[src/rvIsaPkg.sv]
`default_nettype none

package rvIsaPkg;

  localparam int xlen = 64;  // register and address width

  // major opcodes, instr[6:0]
  typedef enum logic [6:0] {
    opLui    = 7'b0110111,
    opAuipc  = 7'b0010111,
    opJal    = 7'b1101111,
    opJalr   = 7'b1100111,
    opBranch = 7'b1100011,
    opLoad   = 7'b0000011,
    opStore  = 7'b0100011,
    opImm    = 7'b0010011,
    opOp     = 7'b0110011,
    opSystem = 7'b1110011
  } opcodeT;

  typedef enum logic [2:0] {
    fmtI = 3'd0,
    fmtU = 3'd1,
    fmtS = 3'd2,
    fmtB = 3'd3,
    fmtJ = 3'd4,
    fmtR = 3'd5  // no immediate
  } immFmtT;

  localparam logic [2:0] f3AddSub = 3'b000;  // integer group
  localparam logic [2:0] f3Sll    = 3'b001;
  localparam logic [2:0] f3Slt    = 3'b010;
  localparam logic [2:0] f3Sltu   = 3'b011;
  localparam logic [2:0] f3Xor    = 3'b100;
  localparam logic [2:0] f3SrlSra = 3'b101;
  localparam logic [2:0] f3Or     = 3'b110;
  localparam logic [2:0] f3And    = 3'b111;

  localparam logic [2:0] f3Beq    = 3'b000;  // branch group
  localparam logic [2:0] f3Bne    = 3'b001;
  localparam logic [2:0] f3Blt    = 3'b100;
  localparam logic [2:0] f3Bge    = 3'b101;
  localparam logic [2:0] f3Bltu   = 3'b110;
  localparam logic [2:0] f3Bgeu   = 3'b111;

endpackage

`default_nettype wire

[src/coreCtrlPkg.sv]
`default_nettype none

package coreCtrlPkg;

  // bit 3 set for the alternate op picked by instr[30]
  typedef enum logic [3:0] {
    aluAdd   = 4'b0000,
    aluSll   = 4'b0001,
    aluSlt   = 4'b0010,
    aluSltu  = 4'b0011,
    aluXor   = 4'b0100,
    aluSrl   = 4'b0101,
    aluOr    = 4'b0110,
    aluAnd   = 4'b0111,
    aluSub   = 4'b1000,
    aluSra   = 4'b1101,
    aluPassB = 4'b1111  // lui
  } aluOpT;

  typedef enum logic [1:0] {
    srcRs2  = 2'd0,
    srcImm  = 2'd1,
    srcFour = 2'd2  // link address via alu
  } srcBT;

  typedef enum logic [2:0] {
    brNone = 3'b000,
    brJal  = 3'b001,
    brJalr = 3'b010,
    brBeq  = 3'b100,
    brBne  = 3'b101,
    brBlt  = 3'b110,  // also bltu, alu picks compare
    brBge  = 3'b111   // also bgeu
  } branchT;

  // same code as load/store funct3
  typedef enum logic [2:0] {
    memB    = 3'b000,
    memH    = 3'b001,
    memW    = 3'b010,
    memD    = 3'b011,
    memBu   = 3'b100,
    memHu   = 3'b101,
    memWu   = 3'b110,
    memNone = 3'b111
  } memOpT;

endpackage

`default_nettype wire

[src/ctrlBus.sv]
`timescale 1ns/1ns
`default_nettype none

interface ctrlBus;
  logic                aluSrcA;   // 1 rs1 else pc
  coreCtrlPkg::srcBT   aluSrcB;
  rvIsaPkg::immFmtT    immFmt;
  coreCtrlPkg::aluOpT  aluOp;
  coreCtrlPkg::branchT branch;
  coreCtrlPkg::memOpT  memOp;
  logic                memRead;
  logic                memWrite;
  logic                memToReg;  // load data to rd
  logic                regWen;

  modport dec (output aluSrcA, aluSrcB, immFmt, aluOp, branch, memOp,
               output memRead, memWrite, memToReg, regWen);
  modport dp (input aluSrcA, aluSrcB, immFmt, aluOp, branch, memOp,
              input memRead, memWrite, memToReg, regWen);
endinterface

`default_nettype wire

[src/alu.sv]
`timescale 1ns/1ns
`default_nettype none

module alu (
  input  logic [rvIsaPkg::xlen-1:0] a,
  input  logic [rvIsaPkg::xlen-1:0] b,
  ctrlBus.dp                        ctrl,
  output logic [rvIsaPkg::xlen-1:0] result,
  output logic                      zero,   // a == b for beq/bne
  output logic                      less    // signed unless sltu
);
  logic [5:0] shamt;

  assign shamt = b[5:0];  // rv64 shifts ignore upper bits
  assign zero  = a == b;
  assign less  = (ctrl.aluOp == coreCtrlPkg::aluSltu) ? (a < b) : ($signed(a) < $signed(b));

  always_comb begin
    case (ctrl.aluOp)
      coreCtrlPkg::aluAdd:   result = a + b;
      coreCtrlPkg::aluSub:   result = a - b;
      coreCtrlPkg::aluSll:   result = a << shamt;
      coreCtrlPkg::aluSlt,
      coreCtrlPkg::aluSltu:  result = {{(rvIsaPkg::xlen-1){1'b0}}, less};  // compare picks sign
      coreCtrlPkg::aluXor:   result = a ^ b;
      coreCtrlPkg::aluSrl:   result = a >> shamt;
      coreCtrlPkg::aluSra:   result = $signed(a) >>> shamt;
      coreCtrlPkg::aluOr:    result = a | b;
      coreCtrlPkg::aluAnd:   result = a & b;
      default:               result = b;  // passB for lui
    endcase
  end

  always_comb begin
    opKnown: assert final (ctrl.aluOp inside {coreCtrlPkg::aluAdd, coreCtrlPkg::aluSub,
        coreCtrlPkg::aluSll, coreCtrlPkg::aluSlt, coreCtrlPkg::aluSltu, coreCtrlPkg::aluXor,
        coreCtrlPkg::aluSrl, coreCtrlPkg::aluSra, coreCtrlPkg::aluOr, coreCtrlPkg::aluAnd,
        coreCtrlPkg::aluPassB})
      else $error("alu op %b is not a defined operation", ctrl.aluOp);
  end
endmodule

`default_nettype wire

[src/flat_wrapper.sv]
// flat-port wrapper written by rule: the top's interface ports become plain ports
module alu_flat 
  (a, b, result, zero, less, ctrl_aluSrcA, ctrl_aluSrcB, ctrl_immFmt, ctrl_aluOp, ctrl_branch, ctrl_memOp, ctrl_memRead, ctrl_memWrite, ctrl_memToReg, ctrl_regWen);
  ctrlBus ctrl_i ();
  input  logic [rvIsaPkg::xlen-1:0] a;
  input  logic [rvIsaPkg::xlen-1:0] b;
  output logic [rvIsaPkg::xlen-1:0] result;
  output logic zero;
  output logic less;
  input wire logic [$bits(ctrl_i.aluSrcA)-1:0] ctrl_aluSrcA;
  input wire logic [$bits(ctrl_i.aluSrcB)-1:0] ctrl_aluSrcB;
  input wire logic [$bits(ctrl_i.immFmt)-1:0] ctrl_immFmt;
  input wire logic [$bits(ctrl_i.aluOp)-1:0] ctrl_aluOp;
  input wire logic [$bits(ctrl_i.branch)-1:0] ctrl_branch;
  input wire logic [$bits(ctrl_i.memOp)-1:0] ctrl_memOp;
  input wire logic [$bits(ctrl_i.memRead)-1:0] ctrl_memRead;
  input wire logic [$bits(ctrl_i.memWrite)-1:0] ctrl_memWrite;
  input wire logic [$bits(ctrl_i.memToReg)-1:0] ctrl_memToReg;
  input wire logic [$bits(ctrl_i.regWen)-1:0] ctrl_regWen;
  assign ctrl_i.aluSrcA = ctrl_aluSrcA;
  assign ctrl_i.aluSrcB = ctrl_aluSrcB;
  assign ctrl_i.immFmt = ctrl_immFmt;
  assign ctrl_i.aluOp = ctrl_aluOp;
  assign ctrl_i.branch = ctrl_branch;
  assign ctrl_i.memOp = ctrl_memOp;
  assign ctrl_i.memRead = ctrl_memRead;
  assign ctrl_i.memWrite = ctrl_memWrite;
  assign ctrl_i.memToReg = ctrl_memToReg;
  assign ctrl_i.regWen = ctrl_regWen;
  alu u_core (.a(a), .b(b), .ctrl(ctrl_i), .result(result), .zero(zero), .less(less));
endmodule
[config.mk]
export PLATFORM = sky130hd
export DESIGN_NAME = alu_flat
export DESIGN_NICKNAME = d
export VERILOG_FILES = /design/src/rvIsaPkg.sv /design/src/coreCtrlPkg.sv /design/src/ctrlBus.sv /design/src/alu.sv /design/src/flat_wrapper.sv
export SDC_FILE = /design/constraint.sdc
export NUM_CORES = 1
export LEC_CHECK = 0
export BUFFER_PORTS_ARGS = -buffer_cell sky130_fd_sc_hd__buf_4
export CAP_MARGIN = 15
export CORE_MARGIN = 4
export CORE_UTILIZATION = 30
export DETAILED_ROUTE_END_ITERATION = 12
export PLACE_DENSITY = 0.51
export SLEW_MARGIN = 20
export SYNTH_ARGS = -nofsm -noshare
export SYNTH_HDL_FRONTEND = slang
export SYNTH_SLANG_ARGS = --single-unit
[constraint.sdc]
create_clock -name vclk -period 12.2
set_clock_uncertainty 0.15 [all_clocks]
set_input_delay 1.83 -clock vclk [all_inputs]
set_output_delay 1.83 -clock vclk [all_outputs]
set_load 0.01 [all_outputs]
==> run_results.csv <==
group,metric,value,unit
global_routing,grt_use_total,0.319,
global_routing,grt_max_degree,75,
setup_path,cp-start-kind,"input port",
setup_path,path_cells,"buf_4 -> clkinv_1 -> buf_4 -> ha_1 -> nand2_1 -> a2111oi_0 -> nor2_1 -> o31ai_1 -> a21oi_1 -> o21ai_1 -> a21oi_1 -> nor4_1 -> o22ai_1 -> mux2i_1 -> a32oi_1 -> buf_4",
finish,flops_and_latches,0,
run,cap_viol_max_count,0,
logic_synthesis,ys_seq_area_frac,0,
status,outcome,"finished clean",
die,start_util,0.304,
global_routing,antenna_found_initial,7,
finish,final_common_cell,"nor2_1",
sta,tightest_slew,1150,ps
sta,fmax,111,MHz
logic_synthesis,yosysWarningCount,0,
finish,nClkBuffers,0,
global_routing,grt_pass1_wl,170000,um
route,wl,120000,um
sta,slew_headroom,0.228,
setup_path,critical-path-slowest-cell,"o31ai_1",
sta,setup_viol_count_final,0,
die,coreArea,0.0660,mm2
route,initialDrtViolationCount,3570,
die,die-width,266,um
global_routing,grt.overflow.total,0,
die,row_count,94,
route,num_vias,25700,
sta,post-route-period-util,0.737,
setup_path,crit_required,10220,ps
sta,hold_viol,0,
die,ios,214,
global_routing,grt_pass1_vias,23800,
die,die_area,0.0710,mm2
placement,dp_hpwl,95300,um
setup_path,cp_num_buf_inv,4,
setup_path,crit_type,"input port to output port",
finish,num-fill-cells,7398,
clocking,ctsResizeCount,0,
clocking,hold_buffers,0,
finish,stdcell_count,3856,
setup_path,endpoint_kind,"output port",
sta,fin_setup_tns,0,ps
finish,area_growth_syn_to_layout,9.71,%
finish,most-common-layout-cells,"nor2_1, a21oi_1, nand2_1, buf_4, o21ai_0",
finish,drive_above_1_share,0.142,
placement,place_congestion,1.05,
logic_synthesis,synth.distinct_cells,90,
sta,min_period,8990,ps
route,ant_nets,0,
logic_synthesis,syn_nets,3330,
finish,ff_latch_area,0,um2
setup_path,critPathArrivalTime,7010,ps
sta,report.final.slew_viol_count,0,
finish,final_nets,3335,
setup_path,cp_max_fo,44,
route,routed_via_density,6.67,
setup_path,max_stage_delay,580,ps
route,drtPass1Iterations,6,
logic_synthesis,syn_area_per_cell,6.71,um2
logic_synthesis,syn_area,0.0200,mm2
route,post_drt_wl_per_cell,31.2,um
sta,rsz0062_at_grt,"false",
logic_synthesis,syn_inst,2987,
clocking,cts_setup_buffers,0,
placement,dp.cells,3854,
finish,final_core_util,0.333,
setup_path,cp_common_cell,"buf_4",
route,drc,0,
placement,io_buffer_count,198,
setup_path,crit_family,"compound AO/OA/AOI/OAI gates",
worst_hold_path,hold_path.class,"input port to output port",
die,die-height,266,um
==> final timing paths <==
path | slack [ps] | depth (start not counted) | to | start
setup / recovery | 3210 | 16 | result[63] | b[5]
hold / removal | 3850 | 3 | result[8] | b[8]
==> per-layer routing <==
layer / vias to the layer above / routed length (um) / track usage
met2: 1671 / 50800 / 0.484
li1: 11200 / - / -
met4: 6 / 5030 / 0.0999
met5: - / 36 / 0
met3: 248 / 13800 / 0.0666
met1: 12600 / 50700 / 0.453
==> tightest hold or removal path: stages <==
cell	delay (ps)
buf_4	90
o32a_1	130
buf_4	120
==> synthesized netlist by cell type (all sizes together) (33+ instances only) <==
cell type / number / area share
nor2: 383 / 0.072
a21oi: 341 / 0.086
nand2: 261 / 0.049
o21ai: 227 / 0.057
ha: 193 / 0.12
inv: 188 / 0.035
clkbuf: 145 / 0.027
mux2i: 119 / 0.059
mux4: 110 / 0.12
buf: 95 / 0.024
nor3: 69 / 0.017
xnor2: 53 / 0.023
nand3: 47 / 0.012
a211oi: 44 / 0.017
o21bai: 43 / 0.016
a221oi: 39 / 0.017
a31oi: 39 / 0.014
a21o: 38 / 0.014
o22ai: 38 / 0.012
nor4: 37 / 0.012
a22oi: 33 / 0.012
nand2b: 33 / 0.010
==> logic make-up after synthesis <==
family | Yosys count | share of synthesized area
buf+inv | 439 | 0.0883
compound gates | 1100 | 0.358
simple gates | 940 | 0.208
fa+ha+maj | 195 | 0.123
xor+xnor | 56 | 0.0245
mux | 257 | 0.199
==> area by class of cell <==
type	count	area (um2)	area share
diodes	2	5.00	0.000228
well taps	864	1080	0.0492
multi-input cells	2548	18300	0.833
repair buffers	243	1830	0.0833
inverters	199	752	0.0342
==> stage by stage <==
stage / cell area (um2) / setup WS [ps] / hold slack, ps
final: 22000 / 3210 / 3850
after global routing: 22000 / 3030 / 3880
after CTS: 22000 / 3410 / 3850
after detailed placement: 22000 / 3440 / 3840
after global placement: 22000 / 3440 / 3850
after floorplan: 20000 / 4090 / 3670
