==> config.mk <==
export PLATFORM = sky130hd
export DESIGN_NAME = loadStoreUnit_flat
export DESIGN_NICKNAME = d
export VERILOG_FILES = /design/src/rvIsaPkg.sv /design/src/coreCtrlPkg.sv /design/src/ctrlBus.sv /design/src/loadStoreUnit.sv /design/src/flat_wrapper.sv
export SDC_FILE = /design/constraint.sdc
export NUM_CORES = 1
export LEC_CHECK = 0
export BUFFER_PORTS_ARGS = -buffer_cell sky130_fd_sc_hd__buf_2
export CAP_MARGIN = 20
export CORE_AREA = 2 2 183 185
export DETAILED_ROUTE_END_ITERATION = 8
export DIE_AREA = 0 0 185 187
export GPL_TIMING_DRIVEN = 1
export SYNTH_ARGS = -nofsm -noshare
export SYNTH_HDL_FRONTEND = slang
export SYNTH_SLANG_ARGS = --single-unit
==> constraint.sdc <==
create_clock -name vclk -period 5.7
set_clock_uncertainty 0.1 [all_clocks]
set_input_delay 1.425 -clock vclk [all_inputs]
set_output_delay 1.425 -clock vclk [all_outputs]
set_load 0.05 [all_outputs]
==> src/rvIsaPkg.sv <==
`default_nettype none

package rvIsaPkg;

  localparam int xlen = 64;  // register and address width

  // major opcodes, instr[6:0]
  typedef enum logic [6:0] {
    opLui    = 7'b0110111,
    opAuipc  = 7'b0010111,
    opJal    = 7'b1101111,
    opJalr   = 7'b1100111,
    opBranch = 7'b1100011,
    opLoad   = 7'b0000011,
    opStore  = 7'b0100011,
    opImm    = 7'b0010011,
    opOp     = 7'b0110011,
    opSystem = 7'b1110011
  } opcodeT;

  typedef enum logic [2:0] {
    fmtI = 3'd0,
    fmtU = 3'd1,
    fmtS = 3'd2,
    fmtB = 3'd3,
    fmtJ = 3'd4,
    fmtR = 3'd5  // no immediate
  } immFmtT;

  localparam logic [2:0] f3AddSub = 3'b000;  // integer group
  localparam logic [2:0] f3Sll    = 3'b001;
  localparam logic [2:0] f3Slt    = 3'b010;
  localparam logic [2:0] f3Sltu   = 3'b011;
  localparam logic [2:0] f3Xor    = 3'b100;
  localparam logic [2:0] f3SrlSra = 3'b101;
  localparam logic [2:0] f3Or     = 3'b110;
  localparam logic [2:0] f3And    = 3'b111;

  localparam logic [2:0] f3Beq    = 3'b000;  // branch group
  localparam logic [2:0] f3Bne    = 3'b001;
  localparam logic [2:0] f3Blt    = 3'b100;
  localparam logic [2:0] f3Bge    = 3'b101;
  localparam logic [2:0] f3Bltu   = 3'b110;
  localparam logic [2:0] f3Bgeu   = 3'b111;

endpackage

`default_nettype wire

==> src/coreCtrlPkg.sv <==
`default_nettype none

package coreCtrlPkg;

  // bit 3 set for the alternate op picked by instr[30]
  typedef enum logic [3:0] {
    aluAdd   = 4'b0000,
    aluSll   = 4'b0001,
    aluSlt   = 4'b0010,
    aluSltu  = 4'b0011,
    aluXor   = 4'b0100,
    aluSrl   = 4'b0101,
    aluOr    = 4'b0110,
    aluAnd   = 4'b0111,
    aluSub   = 4'b1000,
    aluSra   = 4'b1101,
    aluPassB = 4'b1111  // lui
  } aluOpT;

  typedef enum logic [1:0] {
    srcRs2  = 2'd0,
    srcImm  = 2'd1,
    srcFour = 2'd2  // link address via alu
  } srcBT;

  typedef enum logic [2:0] {
    brNone = 3'b000,
    brJal  = 3'b001,
    brJalr = 3'b010,
    brBeq  = 3'b100,
    brBne  = 3'b101,
    brBlt  = 3'b110,  // also bltu, alu picks compare
    brBge  = 3'b111   // also bgeu
  } branchT;

  // same code as load/store funct3
  typedef enum logic [2:0] {
    memB    = 3'b000,
    memH    = 3'b001,
    memW    = 3'b010,
    memD    = 3'b011,
    memBu   = 3'b100,
    memHu   = 3'b101,
    memWu   = 3'b110,
    memNone = 3'b111
  } memOpT;

endpackage

`default_nettype wire

==> src/ctrlBus.sv <==
`timescale 1ns/1ns
`default_nettype none

interface ctrlBus;
  logic                aluSrcA;   // 1 rs1 else pc
  coreCtrlPkg::srcBT   aluSrcB;
  rvIsaPkg::immFmtT    immFmt;
  coreCtrlPkg::aluOpT  aluOp;
  coreCtrlPkg::branchT branch;
  coreCtrlPkg::memOpT  memOp;
  logic                memRead;
  logic                memWrite;
  logic                memToReg;  // load data to rd
  logic                regWen;

  modport dec (output aluSrcA, aluSrcB, immFmt, aluOp, branch, memOp,
               output memRead, memWrite, memToReg, regWen);
  modport dp (input aluSrcA, aluSrcB, immFmt, aluOp, branch, memOp,
              input memRead, memWrite, memToReg, regWen);
endinterface

`default_nettype wire

==> src/loadStoreUnit.sv <==
`timescale 1ns/1ns
`default_nettype none

module loadStoreUnit (
  ctrlBus.dp                        ctrl,
  input  logic [rvIsaPkg::xlen-1:0] addr,
  input  logic [rvIsaPkg::xlen-1:0] storeData,  // rs2
  input  logic [rvIsaPkg::xlen-1:0] aluResult,
  input  logic [rvIsaPkg::xlen-1:0] linkPc,
  input  logic [rvIsaPkg::xlen-1:0] memRdata,   // aligned doubleword
  output logic [rvIsaPkg::xlen-1:0] memWdata,
  output logic [7:0]                memMask,
  output logic [rvIsaPkg::xlen-1:0] wbData
);
  logic [2:0]                byteOff;
  logic [5:0]                bitOff;
  logic [7:0]                sizeMask;   // strobes before lane shift
  logic [2:0]                alignMask;  // offset bits that must be zero
  logic [rvIsaPkg::xlen-1:0] lane;
  logic [rvIsaPkg::xlen-1:0] loadData;
  logic                      isJump;

  assign byteOff   = addr[2:0];
  assign bitOff    = {byteOff, 3'b000};
  assign memWdata  = storeData << bitOff;
  assign alignMask = {&ctrl.memOp[1:0], ctrl.memOp[1], |ctrl.memOp[1:0]};

  always_comb begin
    case (ctrl.memOp[1:0])
      2'd0:    sizeMask = 8'h01;
      2'd1:    sizeMask = 8'h03;
      2'd2:    sizeMask = 8'h0f;
      default: sizeMask = 8'hff;
    endcase
  end

  assign memMask = ctrl.memWrite ? (sizeMask << byteOff) : 8'h00;
  assign lane    = memRdata >> bitOff;  // addressed bytes to bit 0

  always_comb begin
    case (ctrl.memOp)
      coreCtrlPkg::memB:  loadData = {{(rvIsaPkg::xlen-8){lane[7]}}, lane[7:0]};
      coreCtrlPkg::memH:  loadData = {{(rvIsaPkg::xlen-16){lane[15]}}, lane[15:0]};
      coreCtrlPkg::memW:  loadData = {{(rvIsaPkg::xlen-32){lane[31]}}, lane[31:0]};
      coreCtrlPkg::memBu: loadData = {{(rvIsaPkg::xlen-8){1'b0}}, lane[7:0]};
      coreCtrlPkg::memHu: loadData = {{(rvIsaPkg::xlen-16){1'b0}}, lane[15:0]};
      coreCtrlPkg::memWu: loadData = {{(rvIsaPkg::xlen-32){1'b0}}, lane[31:0]};
      default:            loadData = lane;  // ld
    endcase
  end

  assign isJump = ctrl.branch == coreCtrlPkg::brJal || ctrl.branch == coreCtrlPkg::brJalr;
  assign wbData = ctrl.memToReg ? loadData : isJump ? linkPc : aluResult;

  always_comb begin
    storeAligned: assert final (!ctrl.memWrite || (byteOff & alignMask) == 3'd0)
      else $error("misaligned store at %h", addr);
  end
endmodule

`default_nettype wire

==> src/flat_wrapper.sv <==
// flat-port wrapper written by rule: the top's interface ports become plain ports
module loadStoreUnit_flat 
  (addr, storeData, aluResult, linkPc, memRdata, memWdata, memMask, wbData, ctrl_aluSrcA, ctrl_aluSrcB, ctrl_immFmt, ctrl_aluOp, ctrl_branch, ctrl_memOp, ctrl_memRead, ctrl_memWrite, ctrl_memToReg, ctrl_regWen);
  ctrlBus ctrl_i ();
  input  logic [rvIsaPkg::xlen-1:0] addr;
  input  logic [rvIsaPkg::xlen-1:0] storeData;
  input  logic [rvIsaPkg::xlen-1:0] aluResult;
  input  logic [rvIsaPkg::xlen-1:0] linkPc;
  input  logic [rvIsaPkg::xlen-1:0] memRdata;
  output logic [rvIsaPkg::xlen-1:0] memWdata;
  output logic [7:0] memMask;
  output logic [rvIsaPkg::xlen-1:0] wbData;
  input wire logic [$bits(ctrl_i.aluSrcA)-1:0] ctrl_aluSrcA;
  input wire logic [$bits(ctrl_i.aluSrcB)-1:0] ctrl_aluSrcB;
  input wire logic [$bits(ctrl_i.immFmt)-1:0] ctrl_immFmt;
  input wire logic [$bits(ctrl_i.aluOp)-1:0] ctrl_aluOp;
  input wire logic [$bits(ctrl_i.branch)-1:0] ctrl_branch;
  input wire logic [$bits(ctrl_i.memOp)-1:0] ctrl_memOp;
  input wire logic [$bits(ctrl_i.memRead)-1:0] ctrl_memRead;
  input wire logic [$bits(ctrl_i.memWrite)-1:0] ctrl_memWrite;
  input wire logic [$bits(ctrl_i.memToReg)-1:0] ctrl_memToReg;
  input wire logic [$bits(ctrl_i.regWen)-1:0] ctrl_regWen;
  assign ctrl_i.aluSrcA = ctrl_aluSrcA;
  assign ctrl_i.aluSrcB = ctrl_aluSrcB;
  assign ctrl_i.immFmt = ctrl_immFmt;
  assign ctrl_i.aluOp = ctrl_aluOp;
  assign ctrl_i.branch = ctrl_branch;
  assign ctrl_i.memOp = ctrl_memOp;
  assign ctrl_i.memRead = ctrl_memRead;
  assign ctrl_i.memWrite = ctrl_memWrite;
  assign ctrl_i.memToReg = ctrl_memToReg;
  assign ctrl_i.regWen = ctrl_regWen;
  loadStoreUnit u_core (.ctrl(ctrl_i), .addr(addr), .storeData(storeData), .aluResult(aluResult), .linkPc(linkPc), .memRdata(memRdata), .memWdata(memWdata), .memMask(memMask), .wbData(wbData));
endmodule
==> metrics.md <==
| Metric | Value |
|---|---|
| Total negative setup slack | 0 ps |
| Min cycle time layout | ~5300 ps |
| GRT Overall Usage | 16.6% |
| Clk_buf instances | 0 |
| CTS resizes | 0 |
| Cell Rows | 67 |
| Worst setup SP type | input pin |
| DIE HEIGHT | about 190 um |
| Compound-gate portion of the synthesized area | 33.1% |
| Syn. warnings | 0 |
| Number of global-route vias before repair | 6881 |
| Sequential share of the synthesized area | 0% |
| Die W | 185 um |
| Die area | approximately 35000 um^2 |
| RSZ-0062 raised after global routing | no |
| DR pass1 iterations | 4 |
| Run status | completed |
| CP Class | input pin to output port |
| Vias post-DR | about 7200 |
| Grt met3 use | 2.82% |
| CP endpoint kind | output port |
| Area Growth Syn to Fin | 49.6% |
| Non-filler cells in the finished layout | approximately 1600 |
| Slew headroom | between 30% and 40% |
| Synth Area per Inst | roughly 6.5 um^2 |
| Fmax | 188 MHz |
| WL per Instance | between 15 and 20 um |
| Post-synthesis simple-gate area fraction | about a quarter |
| Final setup violating endpoints | 0 |
| Worst Path Arrival | 3810 ps |
| Nets | between 1000 and 1500 |
| CP Data Required Time | 4180 ps |
| First-pass GRT wire length | 43100 um |
| DP HPWL | around 26000 um |
| WL final | slightly above 30000 um |
| Final hold violation count | 0 |
| # hold bufs at CTS | 0 |
| Worst-Margin Slew | ~1000 ps |
| Met1 Usage GRT | between 10% and 20% |
| Seq Cell Count | 0 |
| Via/cell ratio | roughly 4.6 |
| Fin crit share | between 90% and 100% |
| Most frequent cells in the layout | buf_2, nand2_1, mux2i_1 |
| Placer congestion estimate | 0.851 |
| Buffer count from post-CTS setup fixing | 0 |
| Post-synthesis cell area | just under 5000 um^2 |
| Antenna Nets Post-Route | 0 |
| Pins Over Slew Limit | 0 |
| Io pins | around 480 |
| Total gr overflow | 0 |
| Layout cell share with drive strength beyond 1 | about 45% |
| DP Cell Count | between 1500 and 2000 |
| Post-synth net total | approximately 1100 |
| Most Used Layer, Global Route | met2 |
| Mux share of post-synthesis cell area | between 30% and 40% |
| CP Max Fanout | 19 |
| Grt met2 use | 31.2% |
| Largest net degree at the start of global routing | approximately 110 |
| Filler cells | 3774 |
| CORE AREA | ~33000 um^2 |
| HP Class | input pin to output port |
| DRC | 0 |
| Port Buffers | slightly above 400 |
| Synth unique cells | 42 |
| Initial antenna violation count | 4 |
| Synth Instances | about 770 |
| Starting DRT DRC Count | approximately 270 |
| Sequential Area | 0 um^2 |
| Synth Area in XOR/XNOR | 0.177% |
| Synth Area in Adders | 0% |
| Initial core utilization | between 10% and 20% |
| Largest family of logic cells by synthesized area | compound AO/OA/AOI/OAI gates |
| Max_cap viols | 0 |
| Most common library cell in the layout ignoring fill and taps | buf_2 |
| Fin util | a little under a quarter |
layout make-up:
class | count | area, um^2 | area share [%]
Multi-Input combinational cell | 673 | 4550 | 61.6
Timing Repair Buffer | 426 | 2240 | 30.3
Tap cell | 448 | 561 | 7.58
Inverter | 9 | 33.8 | 0.457
Antenna cell | 3 | 7.51 | 0.101
critical path: stages:
cell and delay (ps):
buf_6 140, mux2i_1 360, mux4_2 350, nor4_4 60, a311oi_4 830, buf_12 250, a31oi_1 120, buf_2 240
per-layer routing:
metal	share of wire (%)	wire length, um	vias to the layer above
met5	0.058	18	-
met4	2.7	833	2
met3	7.7	2390	24
met2	50	15400	380
met1	40	12300	3311
li1	-	-	3520
cells by family after synthesis:
family | after synthesis
multiplexers | 147
AND/OR/NAND/NOR | 276
XOR/XNOR | 1
AO/OA/AOI/OAI | 249
buffers and inverters | 93
Yosys cell counts, drive strengths merged, types with 2 or more instances:
library cell	instances	share of area, %
nand3	4	0.40
a311oi	2	0.48
mux2	58	13
o21a	2	0.30
o22ai	20	2.5
o221ai	6	1.1
mux4	2	0.91
o21ai	33	3.3
nand2b	5	0.63
a211o	6	1.1
nand2	93	7.1
nor3b	5	0.86
mux2i	87	18
inv	9	0.68
buf	37	4.1
o2bb2ai	6	1.1
clkbuf	47	3.6
a31oi	49	6.3
a21oi	51	5.2
a211oi	56	8.5
nor2b	74	9.4
nor2	79	6.0
o22a	7	1.2
nor3	2	0.20
a221o	7	1.4
and2	9	1.1
stage by stage:
step / setup slack (ps) / area (um^2) / hold WS [ps]
after floorplan: 514 / 4940 / 3010
after global placement: 392 / 7390 / 3180
after detailed placement: 372 / 7390 / 3180
after CTS: 365 / 7390 / 3190
after global routing: 231 / 7390 / 3200
final: 369 / 7400 / 3190
worst paths after layout:
path	startpoint	to	slack, ps	cells after the start
worst max-delay path	addr[0]	wbData[51]	370	8
worst min-delay path	storeData[3]	memWdata[3]	3190	3
