$ cat config.mk
export PLATFORM = sky130hd
export DESIGN_NAME = pcUnit_flat
export DESIGN_NICKNAME = d
export VERILOG_FILES = /design/src/rvIsaPkg.sv /design/src/coreCtrlPkg.sv /design/src/ctrlBus.sv /design/src/pcUnit.sv /design/src/flat_wrapper.sv
export SDC_FILE = /design/constraint.sdc
export NUM_CORES = 1
export LEC_CHECK = 0
export BUFFER_PORTS_ARGS = -buffer_cell sky130_fd_sc_hd__buf_4
export CAP_MARGIN = 10
export CORE_MARGIN = 3
export CORE_UTILIZATION = 45
export DETAILED_ROUTE_END_ITERATION = 6
export PLACE_DENSITY = 0.78
export SYNTH_ARGS = -nofsm -noshare
export SYNTH_HDL_FRONTEND = slang
export SYNTH_SLANG_ARGS = --single-unit
$ cat constraint.sdc
create_clock -name clk -period 3.25 [get_ports clk]
set_input_delay 0.1625 -clock clk [delete_from_list [all_inputs] [get_ports clk]]
set_output_delay 0.1625 -clock clk [all_outputs]
set_load 0.1 [all_outputs]
$ cat src/rvIsaPkg.sv
`default_nettype none

package rvIsaPkg;

  localparam int xlen = 64;  // register and address width

  // major opcodes, instr[6:0]
  typedef enum logic [6:0] {
    opLui    = 7'b0110111,
    opAuipc  = 7'b0010111,
    opJal    = 7'b1101111,
    opJalr   = 7'b1100111,
    opBranch = 7'b1100011,
    opLoad   = 7'b0000011,
    opStore  = 7'b0100011,
    opImm    = 7'b0010011,
    opOp     = 7'b0110011,
    opSystem = 7'b1110011
  } opcodeT;

  typedef enum logic [2:0] {
    fmtI = 3'd0,
    fmtU = 3'd1,
    fmtS = 3'd2,
    fmtB = 3'd3,
    fmtJ = 3'd4,
    fmtR = 3'd5  // no immediate
  } immFmtT;

  localparam logic [2:0] f3AddSub = 3'b000;  // integer group
  localparam logic [2:0] f3Sll    = 3'b001;
  localparam logic [2:0] f3Slt    = 3'b010;
  localparam logic [2:0] f3Sltu   = 3'b011;
  localparam logic [2:0] f3Xor    = 3'b100;
  localparam logic [2:0] f3SrlSra = 3'b101;
  localparam logic [2:0] f3Or     = 3'b110;
  localparam logic [2:0] f3And    = 3'b111;

  localparam logic [2:0] f3Beq    = 3'b000;  // branch group
  localparam logic [2:0] f3Bne    = 3'b001;
  localparam logic [2:0] f3Blt    = 3'b100;
  localparam logic [2:0] f3Bge    = 3'b101;
  localparam logic [2:0] f3Bltu   = 3'b110;
  localparam logic [2:0] f3Bgeu   = 3'b111;

endpackage

`default_nettype wire

$ cat src/coreCtrlPkg.sv
`default_nettype none

package coreCtrlPkg;

  // bit 3 set for the alternate op picked by instr[30]
  typedef enum logic [3:0] {
    aluAdd   = 4'b0000,
    aluSll   = 4'b0001,
    aluSlt   = 4'b0010,
    aluSltu  = 4'b0011,
    aluXor   = 4'b0100,
    aluSrl   = 4'b0101,
    aluOr    = 4'b0110,
    aluAnd   = 4'b0111,
    aluSub   = 4'b1000,
    aluSra   = 4'b1101,
    aluPassB = 4'b1111  // lui
  } aluOpT;

  typedef enum logic [1:0] {
    srcRs2  = 2'd0,
    srcImm  = 2'd1,
    srcFour = 2'd2  // link address via alu
  } srcBT;

  typedef enum logic [2:0] {
    brNone = 3'b000,
    brJal  = 3'b001,
    brJalr = 3'b010,
    brBeq  = 3'b100,
    brBne  = 3'b101,
    brBlt  = 3'b110,  // also bltu, alu picks compare
    brBge  = 3'b111   // also bgeu
  } branchT;

  // same code as load/store funct3
  typedef enum logic [2:0] {
    memB    = 3'b000,
    memH    = 3'b001,
    memW    = 3'b010,
    memD    = 3'b011,
    memBu   = 3'b100,
    memHu   = 3'b101,
    memWu   = 3'b110,
    memNone = 3'b111
  } memOpT;

endpackage

`default_nettype wire

$ cat src/ctrlBus.sv
`timescale 1ns/1ns
`default_nettype none

interface ctrlBus;
  logic                aluSrcA;   // 1 rs1 else pc
  coreCtrlPkg::srcBT   aluSrcB;
  rvIsaPkg::immFmtT    immFmt;
  coreCtrlPkg::aluOpT  aluOp;
  coreCtrlPkg::branchT branch;
  coreCtrlPkg::memOpT  memOp;
  logic                memRead;
  logic                memWrite;
  logic                memToReg;  // load data to rd
  logic                regWen;

  modport dec (output aluSrcA, aluSrcB, immFmt, aluOp, branch, memOp,
               output memRead, memWrite, memToReg, regWen);
  modport dp (input aluSrcA, aluSrcB, immFmt, aluOp, branch, memOp,
              input memRead, memWrite, memToReg, regWen);
endinterface

`default_nettype wire

$ cat src/pcUnit.sv
`timescale 1ns/1ns
`default_nettype none

module pcUnit #(
  parameter logic [rvIsaPkg::xlen-1:0] resetPc = '0
) (
  input  logic                      clk,
  input  logic                      reset,
  input  logic                      commit,   // instrValid and not halted
  input  logic                      haltReq,  // ebreak decoded
  ctrlBus.dp                        ctrl,
  input  logic [rvIsaPkg::xlen-1:0] imm,
  input  logic [rvIsaPkg::xlen-1:0] rs1Data,
  input  logic                      zero,
  input  logic                      less,
  output logic [rvIsaPkg::xlen-1:0] pc,
  output logic [rvIsaPkg::xlen-1:0] linkPc,
  output logic                      halted
);
  logic                      taken;
  logic [rvIsaPkg::xlen-1:0] nextPc;

  always_comb begin
    case (ctrl.branch)
      coreCtrlPkg::brBeq: taken = zero;
      coreCtrlPkg::brBne: taken = !zero;
      coreCtrlPkg::brBlt: taken = less;
      coreCtrlPkg::brBge: taken = !less;
      default:            taken = 1'b0;
    endcase
  end

  assign linkPc = pc + 4;
  assign nextPc = (ctrl.branch == coreCtrlPkg::brJalr) ? ((rs1Data + imm) & ~64'd1) :
                  (ctrl.branch == coreCtrlPkg::brJal || taken) ? pc + imm : linkPc;

  always_ff @(posedge clk) begin
    if (reset) begin
      pc     <= resetPc;
      halted <= 1'b0;
    end else if (commit) begin
      pc <= nextPc;
      if (haltReq)
        halted <= 1'b1;  // sticky until reset
    end
  end

  haltHold: assert property (@(posedge clk) disable iff (reset) halted |=> $stable(pc))
    else $error("pc moved while halted");
endmodule

`default_nettype wire

$ cat src/flat_wrapper.sv
// flat-port wrapper written by rule: the top's interface ports become plain ports
module pcUnit_flat 
#(
  parameter logic [rvIsaPkg::xlen-1:0] resetPc = '0
)
  (clk, reset, commit, haltReq, imm, rs1Data, zero, less, pc, linkPc, halted, ctrl_aluSrcA, ctrl_aluSrcB, ctrl_immFmt, ctrl_aluOp, ctrl_branch, ctrl_memOp, ctrl_memRead, ctrl_memWrite, ctrl_memToReg, ctrl_regWen);
  ctrlBus ctrl_i ();
  input  logic clk;
  input  logic reset;
  input  logic commit;
  input  logic haltReq;
  input  logic [rvIsaPkg::xlen-1:0] imm;
  input  logic [rvIsaPkg::xlen-1:0] rs1Data;
  input  logic zero;
  input  logic less;
  output logic [rvIsaPkg::xlen-1:0] pc;
  output logic [rvIsaPkg::xlen-1:0] linkPc;
  output logic halted;
  input wire logic [$bits(ctrl_i.aluSrcA)-1:0] ctrl_aluSrcA;
  input wire logic [$bits(ctrl_i.aluSrcB)-1:0] ctrl_aluSrcB;
  input wire logic [$bits(ctrl_i.immFmt)-1:0] ctrl_immFmt;
  input wire logic [$bits(ctrl_i.aluOp)-1:0] ctrl_aluOp;
  input wire logic [$bits(ctrl_i.branch)-1:0] ctrl_branch;
  input wire logic [$bits(ctrl_i.memOp)-1:0] ctrl_memOp;
  input wire logic [$bits(ctrl_i.memRead)-1:0] ctrl_memRead;
  input wire logic [$bits(ctrl_i.memWrite)-1:0] ctrl_memWrite;
  input wire logic [$bits(ctrl_i.memToReg)-1:0] ctrl_memToReg;
  input wire logic [$bits(ctrl_i.regWen)-1:0] ctrl_regWen;
  assign ctrl_i.aluSrcA = ctrl_aluSrcA;
  assign ctrl_i.aluSrcB = ctrl_aluSrcB;
  assign ctrl_i.immFmt = ctrl_immFmt;
  assign ctrl_i.aluOp = ctrl_aluOp;
  assign ctrl_i.branch = ctrl_branch;
  assign ctrl_i.memOp = ctrl_memOp;
  assign ctrl_i.memRead = ctrl_memRead;
  assign ctrl_i.memWrite = ctrl_memWrite;
  assign ctrl_i.memToReg = ctrl_memToReg;
  assign ctrl_i.regWen = ctrl_regWen;
  pcUnit #(.resetPc(resetPc)) u_core (.clk(clk), .reset(reset), .commit(commit), .haltReq(haltReq), .ctrl(ctrl_i), .imm(imm), .rs1Data(rs1Data), .zero(zero), .less(less), .pc(pc), .linkPc(linkPc), .halted(halted));
endmodule
==> out/results.env <==
CELLPOWERDENSITY_mW_PER_MM2=378.2
ARR_TIME_CRIT_PATH_NS=3.43
CTS-BUFFERS-INSERTED=9
FINAL_NET_COUNT=2404
HP-CLASS='in2reg'
TOTAL_DIE_AREA_SQ_MM=0.02907
SYNTH_ADDER_AREA_SHARE_PCT=13.28
GRT_FIRST_PASS_WIRELENGTH_UM=81120
PLACE.DETAILED.HPWL_UM=43190
SYNTH_SEQ_CELLS=65
FINAL_MAX_SLEW_VIOL_COUNT=0
MAX_CAP_VIOL_COUNT=0
GRT_USAGE_PCT=35.17
REQUIRED_TIME_OF_THE_CRITICAL_PATH_NS=3.49
CRITICAL_PATH.REG2REG.ENDPOINT='u_core.pc[32]$_SDFFE_PP0P_'
WORST_R2R_STARTPOINT='u_core.pc[2]$_SDFFE_PP0P_'
CTS_SINKS=65
FINAL_COUNT_OF_NEGATIVE_SETUP_SLACK_ENDPOINTS=0
CRIT_PATH_START='u_core.pc[2]$_SDFFE_PP0P_'
CLK_LATENCY_NS=0.35
SYNTHCELLS=1736
PIN_COUNT_OF_THE_BIGGEST_NET_ENTERING_GLOBAL_ROUTING=50
NUM_ANTENNA_CELLS=0
SYNTH.NET_COUNT=2018
FIRST_GLOBAL_VIAS=14792
CLKSLEWWORSTSETUPHOLDPATHS_NS=0.07
ENDPOINT_KIND='register'
WORST-R2R-SETUP-SLACK_NS=0.06
YS_TYPES=88
WIRELENGTH_UM=53980
ROUTABILITYCONGESTION=0.9953
CRITPATHCAPTURE='u_core.pc[32]$_SDFFE_PP0P_'
BUFFER_PORTS.INSERTED=265
YOSYSWARNINGCOUNT=0
SYN-MEAN-INSTANCE-AREA_SQ_UM=7.014
ANTENNA_LEFT=0
FP.DIEW_UM=170.5
CTS-HOLD-FIX-BUFFERS=0
R2R_CELLS=12
LAYOUT-AREA-OVERHEAD-VS-SYNTH_PCT=40.81
DRT-VIAS-PER-INSTANCE=6.400
DIE_Y_UM=170.5
SYNTH-XOR-AREA-SHARE_PCT=11.87
CLOCK-SKEW-FINAL_NS=0.008958
SYNTH-COMPOUND-AREA-SHARE_PCT=33.89
CLOCK_TREE.BUFFER_DEPTH=2
TOP_LIBRARY_CELLS_BY_USAGE_IN_THE_LAYOUT_FILL_AND_TAPS_ASIDE='469 x buf_4, 171 x nand2_1, 167 x a21oi_1, 140 x nor2_1, 120 x ha_1'
OUTCOME='completed'
DRT_ITER0_DRC=1738
SLEW_HEADROOM_PCT=45.66
GRT-OVFL-TOTAL=0
CRIT_PATH_MAX_FANOUT=3
FIN_CRIT_SH_PCT=98.12
SYNTH.MUX.AREA_FRACTION_PCT=0.5960
TRITONCTS='done'
YOSYS.AREA_SHARE.SIMPLE_PCT=24.13
TIMING.HOLD.WS_NS=0.04326
FLOORPLAN.INITIALDENSITY_PCT=46.20
ASYNC_FLOP_SHARE_PCT=0
VIAS=15758
DRCVIOLATIONCOUNT=0
SEQ_AREA_FRAC_SYNTH_PCT=10.69
START_KIND='register'
ACHIEVABLE-FREQUENCY_MHz=313.6
SETUP.WORST_PATH.CLASS='reg2reg'
SYNTH_TOP_FAMILY_BY_AREA='compound AO/OA/AOI/OAI gates'
CTS_ROOT_BUFFER='clkbuf_16'
MOSTFREQUENTLAYOUTCELL='buf_4'
TNS_NS=0
DETAIL_ROUTE.FIRST_PASS.ITERATIONS=5
TRANSITION_TIME_OF_THE_TIGHTEST_SLEW_CHECK_PIN_NS=0.8151
PLACEABLECOREAREA_SQ_MM=0.02635
GRT_ANTENNA_BEFORE_REPAIR=0
DESIGN.PORTCOUNT=283
ROW_COUNT=59
POSTSYNTH.TOPFLOPCELL='dfxtp_1'
MAPPED_AREA_SQ_MM=0.01218
TOTAL_LEAKAGE_POWER_nW=8.027
ROUTE.DETAILED.WL_PER_INST_UM=21.93
TIMING_HOLD_VIOLATIONS_FINAL=0
PERIOD_MINUS_WS_FINAL_NS=3.189
H-TREE-DEPTH=3
SYNTH_ENABLE_FLOP_CELLS=0
PEAKVDDDROP_mV=0.2536
FINAL_LAYOUT_SIZE_SUFFIX_GT1_SHARE_PCT=31.97
worst min-delay path by stage:
stage | start | end | slack, ns | cells after the start
5_1_grt | haltReq | u_core.halted$_SDFFE_PP0P_ | 0.04 | 3
3_3_place_gp | haltReq | u_core.halted$_SDFFE_PP0P_ | 0.39 | 3
6_report | haltReq | u_core.halted$_SDFFE_PP0P_ | 0.04 | 3
4_1_cts | haltReq | u_core.halted$_SDFFE_PP0P_ | 0.04 | 3
3_5_place_dp | haltReq | u_core.halted$_SDFFE_PP0P_ | 0.40 | 3
2_1_floorplan | haltReq | u_core.halted$_SDFFE_PP0P_ | 0.31 | 2
layout make-up:
type / count / area, sq um
Multi-Input combinational cell: 1522 / 11160
Clock inverter: 4 / 43.79
Tap cell: 335 / 419.2
Timing Repair Buffer: 482 / 3697
Inverter: 42 / 157.7
Fill cell: 2348 / 9208
Clock buffer: 12 / 236.5
Sequential cell: 65 / 1435
cells by family (layout without fill, tap and decap cells):
kind of cell,Yosys count,after routing
compound gates,623,623
simple gates,599,599
xor+xnor,165,165
buf+inv,149,540
fa+ha+maj,128,128
flops,65,65
mux,7,7
cell usage after synthesis (52+ instances only):
| master | number | area share [%] |
|---|---|---|
| xor2_1 | 52 | 3.7 |
| clkbuf_1 | 74 | 2.3 |
| ha_1 | 126 | 13 |
| nand4_1 | 61 | 3.1 |
| o21ai_0 | 92 | 3.8 |
| a21o_1 | 75 | 4.6 |
| a21oi_1 | 170 | 7.0 |
| nand2_1 | 173 | 5.3 |
| nor2_1 | 144 | 4.4 |
| nand3_1 | 53 | 2.2 |
| dfxtp_1 | 65 | 11 |
| xnor2_1 | 113 | 8.1 |
worst max-delay path: stages, from the launching register on:
cell	delay, ns
dfxtp_4	0.35
ha_1	0.23
buf_4	0.16
nor2_1	0.22
a21oi_4	0.11
o41a_1	0.49
o211ai_1	0.27
nand2_1	0.14
a21oi_2	0.20
o21bai_1	0.12
a2111oi_2	0.39
nor3_1	0.12
a221oi_1	0.29
layer usage:
layer | wire length, um | vias up | GRT usage [%] | part of all wire [%]
met5 | 0 | - | 0 | 0
met4 | 2279 | 0 | 15.13 | 4.2
met3 | 4166 | 128 | 3.512 | 7.7
met2 | 25180 | 867 | 59.07 | 47
met1 | 22350 | 7466 | 46.03 | 41
li1 | - | 7297 | - | -
metrics by stage:
stage          power, mW  area (sq um)  worst slack [ns]  utilization (%)  instances
2_1_floorplan      4.016         12980           -0.1691                -       1736
3_3_place_gp       5.277         16450           -0.3113            62.44       2437
3_5_place_dp       5.312         16450           -0.3584            62.44       2437
4_1_cts            6.345         16810          -0.01880            63.78       2456
5_1_grt            6.767         17150          -0.09304            65.06       2462
6_report           6.485         17150           0.06097            65.06       2462
registers in the layout (all words and copies together) (netlist names):
signal / cells
u_core.halted: 1
u_core.pc: 64
power breakdown:
group          switching, mW  leakage (nW)  internal, mW  total, mW
Combinational           2.93          7.32          1.54       4.46
Sequential             0.124         0.564         0.882       1.01
Clock                  0.426         0.138         0.592       1.02
Total                   3.48          8.03          3.01       6.49
timing repair:
item / 4_1_cts / 5_1_grt
resized for setup: 13 / 60
setup endpoints to repair: 18 / 35
setup buffers: 3 / 6
pin swaps: 6 / 16
Note: power is estimated with default switching activity, not from simulation.
